===== config.mk =====
export PLATFORM = sky130hd
export DESIGN_NAME = chip8_cpu
export DESIGN_NICKNAME = d
export VERILOG_FILES = /design/src/design/chip8_isa_pkg.sv /design/src/design/chip8_mem_pkg.sv /design/src/design/chip8_regfile.sv /design/src/design/chip8_alu.sv /design/src/design/chip8_stack.sv /design/src/design/chip8_control.sv /design/src/design/chip8_cpu.sv
export SDC_FILE = /design/constraint.sdc
export NUM_CORES = 1
export LEC_CHECK = 0
export ABC_AREA = 1
export BUFFER_PORTS_ARGS = -buffer_cell sky130_fd_sc_hd__buf_2
export CORE_ASPECT_RATIO = 1.2
export CORE_MARGIN = 2
export CORE_UTILIZATION = 55
export DETAILED_ROUTE_END_ITERATION = 12
export PLACE_DENSITY = 0.74
export SYNTH_ARGS = -nofsm -noshare
export SYNTH_HDL_FRONTEND = slang
export SYNTH_HIERARCHICAL = 1
export SYNTH_SLANG_ARGS = --single-unit

===== constraint.sdc =====
create_clock -name clk -period 15.45 [get_ports clk]
set_input_delay 3.09 -clock clk [delete_from_list [all_inputs] [get_ports clk]]
set_output_delay 3.09 -clock clk [all_outputs]
set_load 0.02 [all_outputs]

===== src/design/chip8_isa_pkg.sv =====
package chip8_isa_pkg;

    // One data register value
    typedef logic [7:0] vreg_t;

    // Register index V0..VF
    typedef logic [3:0] vidx_t;

    // Number of data registers
    localparam int NUM_VREGS = 16;

    // Index of VF, the flag register
    localparam vidx_t FLAG_REG = 4'hF;

    // Programs start here after reset
    localparam logic [11:0] RESET_PC = 12'h200;

    // Instruction word, kk and nnn come from part selects
    typedef struct packed {
        logic [3:0] op;
        vidx_t      x;
        vidx_t      y;
        logic [3:0] n;
    } instr_t;

    // Opcode classes by top nibble
    localparam logic [3:0] OP_SYS    = 4'h0;
    localparam logic [3:0] OP_JP     = 4'h1;
    localparam logic [3:0] OP_CALL   = 4'h2;
    localparam logic [3:0] OP_SE_KK  = 4'h3;
    localparam logic [3:0] OP_SNE_KK = 4'h4;
    localparam logic [3:0] OP_SE_XY  = 4'h5;
    localparam logic [3:0] OP_LD_KK  = 4'h6;
    localparam logic [3:0] OP_ADD_KK = 4'h7;
    localparam logic [3:0] OP_ALU    = 4'h8;
    localparam logic [3:0] OP_SNE_XY = 4'h9;
    localparam logic [3:0] OP_LD_I   = 4'hA;
    localparam logic [3:0] OP_JP_V0  = 4'hB;
    localparam logic [3:0] OP_MISC   = 4'hF;

    // Fx sub-codes in the low byte
    localparam logic [7:0] MISC_ADD_I = 8'h1E;
    localparam logic [7:0] MISC_BCD   = 8'h33;
    localparam logic [7:0] MISC_STORE = 8'h55;
    localparam logic [7:0] MISC_LOAD  = 8'h65;

    // ALU operations
    typedef enum logic [3:0] {
        ALU_PASS_KK,
        ALU_ADD_KK,
        ALU_PASS_Y,
        ALU_OR,
        ALU_AND,
        ALU_XOR,
        ALU_ADD,
        ALU_SUB,
        ALU_SHR,
        ALU_SUBN,
        ALU_SHL
    } alu_op_t;

    // Result byte plus the bit bound for VF
    typedef struct packed {
        vreg_t result;
        logic  carry;
    } alu_res_t;

    // Decimal digits of one byte
    typedef struct packed {
        logic [3:0] hundreds;
        logic [3:0] tens;
        logic [3:0] ones;
    } bcd_t;

endpackage


===== src/design/chip8_mem_pkg.sv =====
package chip8_mem_pkg;

    // 4 KiB address space
    localparam int ADDR_W = 12;

    typedef logic [ADDR_W-1:0] addr_t;

    // Read is a held level, write is a single-cycle pulse
    typedef struct packed {
        logic       read;
        logic       write;
        addr_t      addr;
        logic [7:0] wdata;
    } mem_req_t;

    // Ack qualifies rdata for a held read
    typedef struct packed {
        logic       ack;
        logic [7:0] rdata;
    } mem_rsp_t;

endpackage


===== src/design/chip8_regfile.sv =====
module chip8_regfile (
    input  logic                  clk,
    input  logic                  reset_i,
    // Data register write port
    input  logic                  wr_en_i,
    input  chip8_isa_pkg::vidx_t  wr_idx_i,
    input  chip8_isa_pkg::vreg_t  wr_data_i,
    // I register load
    input  logic                  i_load_i,
    input  logic [15:0]           i_data_i,
    // Two combinational read ports
    input  chip8_isa_pkg::vidx_t  rd_x_idx_i,
    input  chip8_isa_pkg::vidx_t  rd_y_idx_i,
    output chip8_isa_pkg::vreg_t  rd_x_o,
    output chip8_isa_pkg::vreg_t  rd_y_o,
    output logic [15:0]           i_o
);
    import chip8_isa_pkg::*;

    // V0..VF
    vreg_t       v_q [NUM_VREGS];
    // Index register, only the low bits reach memory
    logic [15:0] i_q;

    always_ff @(posedge clk) begin
        if (reset_i) begin
            for (int k = 0; k < NUM_VREGS; k++) begin
                v_q[k] <= '0;
            end
            i_q <= '0;
        end else begin
            if (wr_en_i) begin
                v_q[wr_idx_i] <= wr_data_i;
            end
            if (i_load_i) begin
                i_q <= i_data_i;
            end
        end
    end

    // Reads see the value before this cycle's write
    assign rd_x_o = v_q[rd_x_idx_i];
    assign rd_y_o = v_q[rd_y_idx_i];
    assign i_o    = i_q;

endmodule


===== src/design/chip8_alu.sv =====
module chip8_alu (
    input  chip8_isa_pkg::alu_op_t  op_i,
    input  chip8_isa_pkg::vreg_t    a_i,
    input  chip8_isa_pkg::vreg_t    b_i,
    input  chip8_isa_pkg::vreg_t    kk_i,
    output chip8_isa_pkg::alu_res_t res_o,
    output logic                    equal_o,
    output chip8_isa_pkg::bcd_t     bcd_o
);
    import chip8_isa_pkg::*;

    // Nine-bit sums keep the carry out
    logic [8:0]  sum_xy;
    logic [8:0]  sum_kk;
    // Double-dabble shift register, digits above the binary byte
    logic [19:0] dd;

    assign sum_xy = {1'b0, a_i} + {1'b0, b_i};
    assign sum_kk = {1'b0, a_i} + {1'b0, kk_i};

    always_comb begin
        res_o.result = kk_i;
        res_o.carry  = 1'b0;
        case (op_i)
            ALU_PASS_KK: res_o.result = kk_i;
            // Wraps, VF untouched
            ALU_ADD_KK:  res_o.result = sum_kk[7:0];
            ALU_PASS_Y:  res_o.result = b_i;
            ALU_OR:      res_o.result = a_i | b_i;
            ALU_AND:     res_o.result = a_i & b_i;
            ALU_XOR:     res_o.result = a_i ^ b_i;
            ALU_ADD: begin
                res_o.result = sum_xy[7:0];
                res_o.carry  = sum_xy[8];
            end
            // Carry is NOT borrow, strict compare
            ALU_SUB: begin
                res_o.result = a_i - b_i;
                res_o.carry  = a_i > b_i;
            end
            ALU_SUBN: begin
                res_o.result = b_i - a_i;
                res_o.carry  = b_i > a_i;
            end
            // Shifts work on Vx
            ALU_SHR: begin
                res_o.result = a_i >> 1;
                res_o.carry  = a_i[0];
            end
            ALU_SHL: begin
                res_o.result = a_i << 1;
                res_o.carry  = a_i[7];
            end
            default: res_o.result = kk_i;
        endcase
    end

    // Immediate compare for the kk forms, register compare otherwise
    assign equal_o = (op_i == ALU_PASS_KK || op_i == ALU_ADD_KK) ? (a_i == kk_i)
                                                                 : (a_i == b_i);

    always_comb begin
        dd = {12'h000, a_i};
        for (int k = 0; k < 8; k++) begin
            // Add 3 to any digit of 5 or more before the shift
            if (dd[11:8] >= 4'd5) begin
                dd[11:8] = dd[11:8] + 4'd3;
            end
            if (dd[15:12] >= 4'd5) begin
                dd[15:12] = dd[15:12] + 4'd3;
            end
            dd = dd << 1;
        end
    end

    assign bcd_o.hundreds = dd[19:16];
    assign bcd_o.tens     = dd[15:12];
    assign bcd_o.ones     = dd[11:8];

endmodule


===== src/design/chip8_stack.sv =====
module chip8_stack #(
    parameter int STACK_DEPTH = 16
) (
    input  logic                 clk,
    input  logic                 reset_i,
    input  logic                 push_i,
    input  logic                 pop_i,
    input  chip8_mem_pkg::addr_t push_addr_i,
    output chip8_mem_pkg::addr_t top_o
);
    import chip8_mem_pkg::*;

    localparam int SP_W = (STACK_DEPTH > 1) ? $clog2(STACK_DEPTH) : 1;
    localparam logic [SP_W-1:0] SP_LAST = SP_W'(STACK_DEPTH - 1);

    // Return addresses
    addr_t           mem_q [STACK_DEPTH];
    // Points at the next free entry
    logic [SP_W-1:0] sp_q;
    logic [SP_W-1:0] sp_dec;

    // Explicit wrap so depths that are not a power of two work too
    assign sp_dec = (sp_q == '0) ? SP_LAST : sp_q - 1'b1;

    always_ff @(posedge clk) begin
        if (reset_i) begin
            sp_q <= '0;
        end else if (push_i) begin
            sp_q <= (sp_q == SP_LAST) ? '0 : sp_q + 1'b1;
        end else if (pop_i) begin
            sp_q <= sp_dec;
        end
    end

    always_ff @(posedge clk) begin
        if (push_i) begin
            mem_q[sp_q] <= push_addr_i;
        end
    end

    // Entry just below the pointer
    assign top_o = mem_q[sp_dec];

endmodule


===== src/design/chip8_control.sv =====
module chip8_control (
    input  logic                     clk,
    input  logic                     reset_i,
    input  logic                     cpu_tick_i,
    // Memory port
    output chip8_mem_pkg::mem_req_t  mem_req_o,
    input  chip8_mem_pkg::mem_rsp_t  mem_rsp_i,
    output logic                     idle_o,
    // Register file
    output logic                     rf_wr_en_o,
    output chip8_isa_pkg::vidx_t     rf_wr_idx_o,
    output chip8_isa_pkg::vreg_t     rf_wr_data_o,
    output logic                     rf_i_load_o,
    output logic [15:0]              rf_i_data_o,
    output chip8_isa_pkg::vidx_t     rf_rd_x_idx_o,
    output chip8_isa_pkg::vidx_t     rf_rd_y_idx_o,
    input  chip8_isa_pkg::vreg_t     rf_rd_x_i,
    input  chip8_isa_pkg::vreg_t     rf_rd_y_i,
    input  logic [15:0]              rf_i_i,
    // ALU
    output chip8_isa_pkg::alu_op_t   alu_op_o,
    output chip8_isa_pkg::vreg_t     alu_a_o,
    output chip8_isa_pkg::vreg_t     alu_b_o,
    output chip8_isa_pkg::vreg_t     alu_kk_o,
    input  chip8_isa_pkg::alu_res_t  alu_res_i,
    input  logic                     alu_equal_i,
    input  chip8_isa_pkg::bcd_t      alu_bcd_i,
    // Return stack
    output logic                     stk_push_o,
    output logic                     stk_pop_o,
    output chip8_mem_pkg::addr_t     stk_push_addr_o,
    input  chip8_mem_pkg::addr_t     stk_top_i
);
    import chip8_isa_pkg::*;
    import chip8_mem_pkg::*;

    typedef enum logic [3:0] {
        ST_FETCH_HI, ST_FETCH_LO, ST_DECODE,
        ST_WR_FLAG, ST_WR_VX,
        ST_BCD0, ST_BCD1, ST_BCD2,
        ST_STORE, ST_LOAD, ST_IDLE
    } state_t;

    state_t state;
    addr_t  pc;
    // Transfer counter for Fx55 and Fx65
    vidx_t  cnt;
    // Held read request
    logic   rd_q;
    addr_t  rd_addr_q;
    instr_t ir;
    // Writeback value latched in decode, VF may change before Vx lands
    vreg_t  result_q;
    logic   carry_q;
    logic   rd_done;
    addr_t  i_addr;
    logic   alu_known;
    logic   flag_wr;

    assign rd_done = rd_q && mem_rsp_i.ack;
    assign i_addr  = rf_i_i[ADDR_W-1:0];
    assign idle_o  = (state == ST_IDLE);

    // ALU op from the opcode class, skips use the pass ops for their compare
    always_comb begin
        alu_op_o  = ALU_PASS_KK;
        alu_known = 1'b1;
        flag_wr   = 1'b0;
        case (ir.op)
            OP_SE_XY, OP_SNE_XY: alu_op_o = ALU_PASS_Y;
            OP_ADD_KK:           alu_op_o = ALU_ADD_KK;
            OP_ALU: begin
                flag_wr = ir.n inside {4'h4, 4'h5, 4'h6, 4'h7, 4'hE};
                case (ir.n)
                    4'h0:    alu_op_o = ALU_PASS_Y;
                    4'h1:    alu_op_o = ALU_OR;
                    4'h2:    alu_op_o = ALU_AND;
                    4'h3:    alu_op_o = ALU_XOR;
                    4'h4:    alu_op_o = ALU_ADD;
                    4'h5:    alu_op_o = ALU_SUB;
                    4'h6:    alu_op_o = ALU_SHR;
                    4'h7:    alu_op_o = ALU_SUBN;
                    4'hE:    alu_op_o = ALU_SHL;
                    default: alu_known = 1'b0;
                endcase
            end
            default: alu_op_o = ALU_PASS_KK;
        endcase
    end

    assign alu_a_o  = rf_rd_x_i;
    assign alu_b_o  = rf_rd_y_i;
    assign alu_kk_o = ir[7:0];

    // Bnnn reads V0, the store loop walks the counter
    assign rf_rd_x_idx_o = (state == ST_STORE) ? cnt :
                           (state == ST_DECODE && ir.op == OP_JP_V0) ? 4'h0 : ir.x;
    assign rf_rd_y_idx_o = ir.y;

    // Single register write port
    always_comb begin
        rf_wr_en_o   = 1'b0;
        rf_wr_idx_o  = ir.x;
        rf_wr_data_o = result_q;
        case (state)
            ST_WR_FLAG: begin
                rf_wr_en_o   = 1'b1;
                rf_wr_idx_o  = FLAG_REG;
                rf_wr_data_o = {7'h00, carry_q};
            end
            ST_WR_VX: rf_wr_en_o = 1'b1;
            ST_LOAD: begin
                rf_wr_en_o   = rd_done;
                rf_wr_idx_o  = cnt;
                rf_wr_data_o = mem_rsp_i.rdata;
            end
            default: rf_wr_en_o = 1'b0;
        endcase
    end

    // I loads from Annn and Fx1E, and I+x+1 after the last transfer
    always_comb begin
        rf_i_load_o = 1'b0;
        rf_i_data_o = rf_i_i + {12'h000, ir.x} + 16'd1;
        if (state == ST_DECODE && ir.op == OP_LD_I) begin
            rf_i_load_o = 1'b1;
            rf_i_data_o = {4'h0, ir[11:0]};
        end else if (state == ST_DECODE && ir.op == OP_MISC && ir[7:0] == MISC_ADD_I) begin
            rf_i_load_o = 1'b1;
            rf_i_data_o = rf_i_i + {8'h00, rf_rd_x_i};
        end else if (state == ST_STORE && cnt == ir.x) begin
            rf_i_load_o = 1'b1;
        end else if (state == ST_LOAD && rd_done && cnt == ir.x) begin
            rf_i_load_o = 1'b1;
        end
    end

    assign stk_push_o      = (state == ST_DECODE) && (ir.op == OP_CALL);
    assign stk_pop_o       = (state == ST_DECODE) && (ir.op == OP_SYS) && (ir[11:0] == 12'h0EE);
    assign stk_push_addr_o = pc + 12'd2;

    // Writes come straight from the state, reads from the held request
    always_comb begin
        mem_req_o.read  = rd_q;
        mem_req_o.write = 1'b0;
        mem_req_o.addr  = rd_addr_q;
        mem_req_o.wdata = rf_rd_x_i;
        case (state)
            ST_BCD0: begin
                mem_req_o.write = 1'b1;
                mem_req_o.addr  = i_addr;
                mem_req_o.wdata = {4'h0, alu_bcd_i.hundreds};
            end
            ST_BCD1: begin
                mem_req_o.write = 1'b1;
                mem_req_o.addr  = i_addr + 12'd1;
                mem_req_o.wdata = {4'h0, alu_bcd_i.tens};
            end
            ST_BCD2: begin
                mem_req_o.write = 1'b1;
                mem_req_o.addr  = i_addr + 12'd2;
                mem_req_o.wdata = {4'h0, alu_bcd_i.ones};
            end
            ST_STORE: begin
                mem_req_o.write = 1'b1;
                mem_req_o.addr  = i_addr + addr_t'(cnt);
            end
            default: mem_req_o.write = 1'b0;
        endcase
    end

    always_ff @(posedge clk) begin
        if (reset_i) begin
            state <= ST_FETCH_HI;
            pc    <= RESET_PC;
            cnt   <= '0;
            rd_q  <= 1'b0;
        end else begin
            case (state)
                // Each byte is one handshake, read drops after ack
                ST_FETCH_HI: begin
                    rd_q  <= !rd_done;
                    state <= rd_done ? ST_FETCH_LO : ST_FETCH_HI;
                end
                ST_FETCH_LO: begin
                    rd_q  <= !rd_done;
                    state <= rd_done ? ST_DECODE : ST_FETCH_LO;
                end
                ST_DECODE: begin
                    state <= ST_IDLE;
                    pc    <= pc + 12'd2;
                    case (ir.op)
                        OP_SYS: begin
                            if (stk_pop_o) begin
                                pc <= stk_top_i;
                            end
                        end
                        OP_JP, OP_CALL: pc <= ir[11:0];
                        OP_JP_V0:       pc <= ir[11:0] + {4'h0, rf_rd_x_i};
                        // Taken skips step over the next instruction
                        OP_SE_KK: begin
                            if (alu_equal_i) begin
                                pc <= pc + 12'd4;
                            end
                        end
                        OP_SNE_KK: begin
                            if (!alu_equal_i) begin
                                pc <= pc + 12'd4;
                            end
                        end
                        OP_SE_XY: begin
                            if (ir.n == 4'h0 && alu_equal_i) begin
                                pc <= pc + 12'd4;
                            end
                        end
                        OP_SNE_XY: begin
                            if (ir.n == 4'h0 && !alu_equal_i) begin
                                pc <= pc + 12'd4;
                            end
                        end
                        OP_LD_KK, OP_ADD_KK: state <= ST_WR_VX;
                        OP_ALU: begin
                            if (alu_known) begin
                                state <= flag_wr ? ST_WR_FLAG : ST_WR_VX;
                            end
                        end
                        OP_MISC: begin
                            cnt <= '0;
                            case (ir[7:0])
                                MISC_BCD:   state <= ST_BCD0;
                                MISC_STORE: state <= ST_STORE;
                                MISC_LOAD:  state <= ST_LOAD;
                                default:    state <= ST_IDLE;
                            endcase
                        end
                        default: state <= ST_IDLE;
                    endcase
                end
                // VF lands before Vx so Vx wins when x is F
                ST_WR_FLAG: state <= ST_WR_VX;
                ST_WR_VX:   state <= ST_IDLE;
                ST_BCD0:    state <= ST_BCD1;
                ST_BCD1:    state <= ST_BCD2;
                ST_BCD2:    state <= ST_IDLE;
                ST_STORE: begin
                    cnt <= cnt + 1'b1;
                    if (cnt == ir.x) begin
                        state <= ST_IDLE;
                    end
                end
                ST_LOAD: begin
                    rd_q <= !rd_done;
                    if (rd_done) begin
                        cnt <= cnt + 1'b1;
                        if (cnt == ir.x) begin
                            state <= ST_IDLE;
                        end
                    end
                end
                // Wait for the tick, then start the next fetch at once
                ST_IDLE: begin
                    if (cpu_tick_i) begin
                        rd_q  <= 1'b1;
                        state <= ST_FETCH_HI;
                    end
                end
                default: state <= ST_IDLE;
            endcase
        end
    end

    // Payload registers
    always_ff @(posedge clk) begin
        case (state)
            ST_FETCH_HI, ST_IDLE: rd_addr_q <= pc;
            ST_FETCH_LO:          rd_addr_q <= pc + 12'd1;
            ST_LOAD:              rd_addr_q <= i_addr + addr_t'(cnt);
            default:              rd_addr_q <= rd_addr_q;
        endcase
        if (state == ST_FETCH_HI && rd_done) begin
            ir[15:8] <= mem_rsp_i.rdata;
        end
        if (state == ST_FETCH_LO && rd_done) begin
            ir[7:0] <= mem_rsp_i.rdata;
        end
        if (state == ST_DECODE) begin
            result_q <= alu_res_i.result;
            carry_q  <= alu_res_i.carry;
        end
    end

endmodule


===== src/design/chip8_cpu.sv =====
module chip8_cpu #(
    parameter int STACK_DEPTH = 16
) (
    input  logic                    clk,
    input  logic                    reset_i,
    input  logic                    cpu_tick_i,
    output chip8_mem_pkg::mem_req_t mem_req_o,
    input  chip8_mem_pkg::mem_rsp_t mem_rsp_i,
    output logic                    idle_o
);
    import chip8_isa_pkg::*;
    import chip8_mem_pkg::*;

    // Register file
    logic        rf_wr_en;
    vidx_t       rf_wr_idx;
    vreg_t       rf_wr_data;
    logic        rf_i_load;
    logic [15:0] rf_i_data;
    vidx_t       rf_rd_x_idx;
    vidx_t       rf_rd_y_idx;
    vreg_t       rf_rd_x;
    vreg_t       rf_rd_y;
    logic [15:0] rf_i;

    // ALU
    alu_op_t     alu_op;
    vreg_t       alu_a;
    vreg_t       alu_b;
    vreg_t       alu_kk;
    alu_res_t    alu_res;
    logic        alu_equal;
    bcd_t        alu_bcd;

    // Return stack
    logic        stk_push;
    logic        stk_pop;
    addr_t       stk_push_addr;
    addr_t       stk_top;

    chip8_control u_control (
        .clk             (clk),
        .reset_i         (reset_i),
        .cpu_tick_i      (cpu_tick_i),
        .mem_req_o       (mem_req_o),
        .mem_rsp_i       (mem_rsp_i),
        .idle_o          (idle_o),
        .rf_wr_en_o      (rf_wr_en),
        .rf_wr_idx_o     (rf_wr_idx),
        .rf_wr_data_o    (rf_wr_data),
        .rf_i_load_o     (rf_i_load),
        .rf_i_data_o     (rf_i_data),
        .rf_rd_x_idx_o   (rf_rd_x_idx),
        .rf_rd_y_idx_o   (rf_rd_y_idx),
        .rf_rd_x_i       (rf_rd_x),
        .rf_rd_y_i       (rf_rd_y),
        .rf_i_i          (rf_i),
        .alu_op_o        (alu_op),
        .alu_a_o         (alu_a),
        .alu_b_o         (alu_b),
        .alu_kk_o        (alu_kk),
        .alu_res_i       (alu_res),
        .alu_equal_i     (alu_equal),
        .alu_bcd_i       (alu_bcd),
        .stk_push_o      (stk_push),
        .stk_pop_o       (stk_pop),
        .stk_push_addr_o (stk_push_addr),
        .stk_top_i       (stk_top)
    );

    chip8_regfile u_regfile (
        .clk        (clk),
        .reset_i    (reset_i),
        .wr_en_i    (rf_wr_en),
        .wr_idx_i   (rf_wr_idx),
        .wr_data_i  (rf_wr_data),
        .i_load_i   (rf_i_load),
        .i_data_i   (rf_i_data),
        .rd_x_idx_i (rf_rd_x_idx),
        .rd_y_idx_i (rf_rd_y_idx),
        .rd_x_o     (rf_rd_x),
        .rd_y_o     (rf_rd_y),
        .i_o        (rf_i)
    );

    chip8_alu u_alu (
        .op_i    (alu_op),
        .a_i     (alu_a),
        .b_i     (alu_b),
        .kk_i    (alu_kk),
        .res_o   (alu_res),
        .equal_o (alu_equal),
        .bcd_o   (alu_bcd)
    );

    chip8_stack #(
        .STACK_DEPTH (STACK_DEPTH)
    ) u_stack (
        .clk         (clk),
        .reset_i     (reset_i),
        .push_i      (stk_push),
        .pop_i       (stk_pop),
        .push_addr_i (stk_push_addr),
        .top_o       (stk_top)
    );

endmodule


---- After elaboration in Yosys (flattened, before gate mapping) ----
Memories as Yosys holds them, arrays and structs flattened. A register that Yosys moved wholly into a read port is not among the register bits.
Cells that the tools add are included.
storage, ports and cells
  register bits after elaboration ......... 78
  latch bits .............................. 0
  memory bits (writable) .................. 320
  memory bits (read-only) ................. 0
  input port bits ......................... 12
  output and inout port bits .............. 23
  logic and storage cells ................. 227
  memories kept ........................... 2
memories
  memory         depth  width  read ports  clocked after Yosys merged registers in  wr ports  line                 text
  u_stack.mem_q  16     12     1           0                                        1         chip8_stack.sv:17    addr_t mem_q [STACK_DEPTH];
  u_regfile.v_q  16     8      2           1                                        16        chip8_regfile.sv:21  vreg_t v_q [NUM_VREGS];
operators by class
  add/sub/neg operators ................... 30
  multipliers ............................. 0
  divide/modulo/power cells ............... 0
  order comparisons ....................... 15
  eq/ne operators ......................... 52
  shift operators ......................... 0
  multiplexer cells ....................... 72
  bitwise operators ....................... 3
  reduce and logical (&&, ||, !) cells .... 40
operators by type and width
  cell                                                  number
  two-way mux 4 bit                                     25
  case mux 12 bit (7 select lines)                      1
  case mux 8 bit (10 select lines)                      1
  case mux 4 bit (9 select lines)                       2
  == test 4 x 3 -> 1 bit (second input constant)        16
  two-way mux 12 bit                                    5
  == test 4 bit (second input constant)                 13
  case mux 12 bit (4 select lines)                      1
  case mux 4 bit (3 select lines)                       4
  >= comparator 4 x 3 -> 1 bit (second input constant)  11
  adder 4 x 2 -> 4 bit (second input constant)          10
  case mux 12 bit (3 select lines)                      1
  == test 4 x 2 -> 1 bit (second input constant)        8
  two-way mux 16 bit                                    2
  adder 12 x 1 -> 12 bit (second input constant)        2
  adder 12 x 2 -> 12 bit (second input constant)        2
  case mux 8 bit (3 select lines)                       1
  zero test 4 bit                                       5
  two-way mux 1 bit                                     19
  adder 16 x 1 -> 16 bit (second input constant)        1
  adder 16 x 4 -> 16 bit                                1
  adder 16 x 8 -> 16 bit                                1
  == test 4 x 1 -> 1 bit (second input constant)        4
  == test 8 x 7 -> 1 bit (second input constant)        2
  42 further kinds                                      74

---- Logic depth before layout (Yosys ltp) ----
An unclocked memory read counts as a cell.
  depth after elaboration ................. 20
  mapped depth ............................ 50

---- By module ----
Netlist, hierarchy kept.
modules (own cells, without submodules)
  module         instances  cells each  area each (um^2)
  chip8_stack    1          832         8853.5
  chip8_regfile  1          1069        8056.5
  chip8_control  1          1111        6845.3
  chip8_alu      1          474         2708.8

---- Least setup slack after synthesis ----
No wires, ideal clock.
  kind .................................... register to output
  start ................................... reg u_control/ir[14] (netlist name)
  end ..................................... out mem_req_o[3] (netlist name)
  arrival ................................. 5.245 ns
  data required time ...................... 12.360 ns
  path slack .............................. 7.115 ns
  cell stages (with the launch flop) ...... 45
  buffers on the path ..................... 3
  cells stage by stage .................... edfxtp_1 -> inv_1 -> nand2_2 -> nor2_2 -> nand2_1 -> nand3_1 -> o21ai_0 -> buf_2 -> inv_1 -> clkbuf_1 -> nand3_1 -> nand3_1 -> nand2_1 -> buf_4 -> inv_2 -> ha_1 -> nand2_4 -> nand2_1 -> (+9 left out) -> ha_1 -> inv_1 -> nor2_1 -> inv_1 -> nand3_2 -> o21ai_1 -> nand2_1 -> nand2_1 -> ha_1 -> a21oi_1 -> inv_1 -> nand3_1 -> nand2_1 -> nand2_2 -> nand2_2 -> a21boi_2 -> nand2_1 -> nand4_1
RTL lines
  item         line                 text
  from (decl)  chip8_control.sv:51  instr_t ir;
  to (decl)    chip8_cpu.sv:7       output chip8_mem_pkg::mem_req_t mem_req_o,

==> reports/results.md <==
| Group | Parameter | This run |
|:---|:---|:---|
| place | Weighted congestion at the end of routability-driven global placement | 0.9835 |
| finish | Count of fill cells added during filler insertion | 4318 |
| clock network | CTS hold repair buffers | 0 |
| clock network | Number of gates resized after CTS | 0 |
| clock network | Number of buffers inserted by post-CTS setup repair | 0 |
| setup path | Launching element type of the critical path | flip-flop |
| grt | Number of global-route vias before repair | 22680 |
| sta | Slew Viols, Final | 0 |
| setup path | Worst EP required | 12.36 ns |
| die | Num ports | 35 |
| detailed routing | Via count | 23650 |
| clock network | Number of clock sinks seen by CTS | 394 |
| setup path | Most used cell along the critical path | nand2_1 |
| power | Peak VDD IR | 0.3676 mV |
| setup path | Maximum cell stage delay along the critical path | 0.61 ns |
| place | Detailed placement HPWL | 58950 microns |
| clock network | Clock latency of the later-clocked register in the worst-skew pair | 0.59 ns |
| grt | GRT Residual Overflow | 0 |
| synthesis | Post-synthesis instance area | 0.02613 sq mm |
| synthesis | Avg Synthesized Cell Area | 7.637 sq um |
| grt | Global-route wire length before repair | 128500 microns |
| finish | Fraction of final layout cells with drive strength greater than 1 | 6.477% |
| clock network | Clock transition at the registers of the reported paths | 0.06 ns |
| detailed routing | Routed via count divided by cell count | 5.904 |
| sta | F_max | 89.65 MHz |
| power | Standby leakage power | 12.61 nW |
| detailed routing | DR pass1 iterations | 6 |
| detailed routing | Detailed-route wire length | 83810 microns |
| detailed routing | Iteration-0 DRC count of the detailed router | 2980 |
| setup path | Standard cell with the maximum stage delay on the critical path | inv_2 |
| clock network | Number of buffers created by CTS | 40 |
| sta | Max-slew headroom | 16.09% |
| hold path | Type of the worst min-delay path | reg -> reg |
| sta | Clock Skews | 0.02668 ns |
| die | Starting utilization of the core area | 55.68% |
| sta | Final Critical Period | 11.15 ns |
| status | Outcome | finished clean |
| synthesis | Cells after synthesis | 3421 |
| grt | Total track usage | 33.87% |
| finish | Final nets | 3454 |
| sta | Hold Violations, Final | 0 |
| die | Placeable core area | 0.04692 sq mm |
| finish | Final standard cell area without fillers | 0.02770 sq mm |
| sta | Setup repair after global routing missed its margin | false |
| power | Power Density | 178.7 mW/mm^2 |
| setup path | Data arrival time of the critical path | 8.06 ns |
| clock network | Root buffer selected by CTS | clkbuf_16 |
| grt | Number of antenna violations at the first check in global routing | 0 |
| sta | Fraction of the cycle the final worst path needs | 72.20% |
| clock network | CTS tree | built |
| sta | Setup Viol. Count Final | 0 |
| die | DIE HEIGHT | 242.7 microns |
| setup path | Cell family with most CP delay | simple AND/OR/NAND/NOR gates |
| die | Core Rows | 87 |
| setup path | Crit path buf inv count | 9 |
| place | Port buffer count | 34 |
| sta | Pin slew with the least headroom to its limit | 1.254 ns |
| detailed routing | Residual antenna-violating net count after detailed routing | 0 |
| synthesis | Count of yosys warnings during synthesis | 6 |
| detailed routing | DRC viols | 0 |
| die | Die Outline Area | 0.04927 sq mm |
| sta | Post-Route Setup TNS | 0 ns |
| setup path | Max Fanout on Critical Path | 65 |
| run | Maximum Capacitance Violations | 0 |
| grt | Maximum number of pins on one net before global-route repair | 89 |
| detailed routing | Wire per inst | 20.93 microns |
| clock network | Max Root-Sink Buffers | 3 |
| place | Placed cell areas | 0.02639 sq mm |
| die | Floorplan die width | 203.0 microns |
| clock network | Count of H-tree levels built during CTS | 2 |
| setup path | Nature of the critical path endpoint | primary output |
| finish | Layout overhead on the synthesized area | 6.010% |
| setup path | Setup Crit Path Kind | reg -> out |
final cells by class:
type | count | area [sq um] | share of cell area, %
Multi-Input combinational cell | 2317 | 11740 | 42.40
Clock inverter | 24 | 280.3 | 1.012
Antenna cell | 1 | 2.502 | 0.009035
Inverter | 537 | 2018 | 7.287
Clock buffer | 47 | 1027 | 3.709
Timing Repair Buffer | 62 | 380.4 | 1.373
Sequential cell | 394 | 11460 | 41.40
Tap cell | 623 | 779.5 | 2.815
cell usage in the layout, fill, tap and decap left out, types with 5 or more instances in the layout:
cell,instances
nand3_1,560
clkbuf_16,40
fa_1,8
nand2_4,7
o211ai_1,17
o22ai_1,19
dfxtp_1,36
o21ai_1,15
a22o_1,7
inv_1,522
nand3_2,5
nor3_4,5
a21oi_1,90
nor2_1,327
edfxtp_1,357
or2_2,10
nor2_2,10
nand2_2,33
xnor2_1,7
o2111ai_1,7
buf_4,28
nand3b_1,52
nand2_1,803
a221oi_1,8
xor2_1,23
a22oi_1,5
clkbuf_1,7
a211oi_1,6
buf_2,34
o221ai_1,7
inv_2,13
ha_1,81
clkinv_2,7
nor3_1,18
a31oi_1,9
nand4_1,32
o21ai_0,108
report_power, final:
part           total, mW  switching, mW  leakage, nW  internal [mW]
registers           1.35         0.0659         3.73           1.29
clock network      0.979          0.427        0.633          0.552
logic               2.62           1.85         8.24          0.768
sequential cells by signal, indices dropped and copies added (netlist names):
signal                   count
u_stack/mem_q              192
u_regfile/v_q              128
u_control/pc                12
u_control/rd_addr_q         12
u_regfile/i_o               12
u_control/ir                 8
u_control/result_q           8
u_control/alu_kk_o           4
u_control/cnt                4
u_control/rf_rd_y_idx_o      4
u_control/state              4
u_stack/sp_q                 4
u_control/carry_q            1
u_control/rd_q               1
metal layers:
metal / vias up / part of all wire [%] / track usage, %
met4: 0 / 6.0 / 18.66
met1: 11150 / 38 / 41.72
met2: 1167 / 48 / 57.45
met5: - / 0 / 0
met3: 263 / 7.5 / 4.552
li1: 11070 / - / -
per-stage QoR:
stage	hold WS [ns]	cells	total power [mW]	util, %	worst slack [ns]
floorplan	0.4573	3422	3.270	-	7.115
global placement	0.5758	3933	3.849	56.24	5.381
detailed placement	0.5867	3933	3.917	56.24	5.059
CTS	0.6136	4004	4.900	59.03	4.382
global route	0.6366	4004	5.268	59.03	3.554
finish	0.6294	4005	4.950	59.03	4.295
path summary, 6_finish.rpt:
check / startpoint / end / slack (ns) / cells past startpoint
setup reg to reg: u_control/state[1] / u_control/pc[11] / 7.86 / 29
hold / removal: u_control/cnt[3] / u_control/cnt[3] / 0.63 / 2
setup / recovery: u_control/state[1] / mem_req_o[1] / 4.30 / 47
hold reg to reg: u_control/cnt[3] / u_control/cnt[3] / 0.63 / 2
tightest hold or removal path, cell delays in order, from the launching register on:
cell	delay (ns)
dfxtp_1	0.40
nor2_1	0.14
nor3_1	0.05
(Power assumes the default switching activity.)
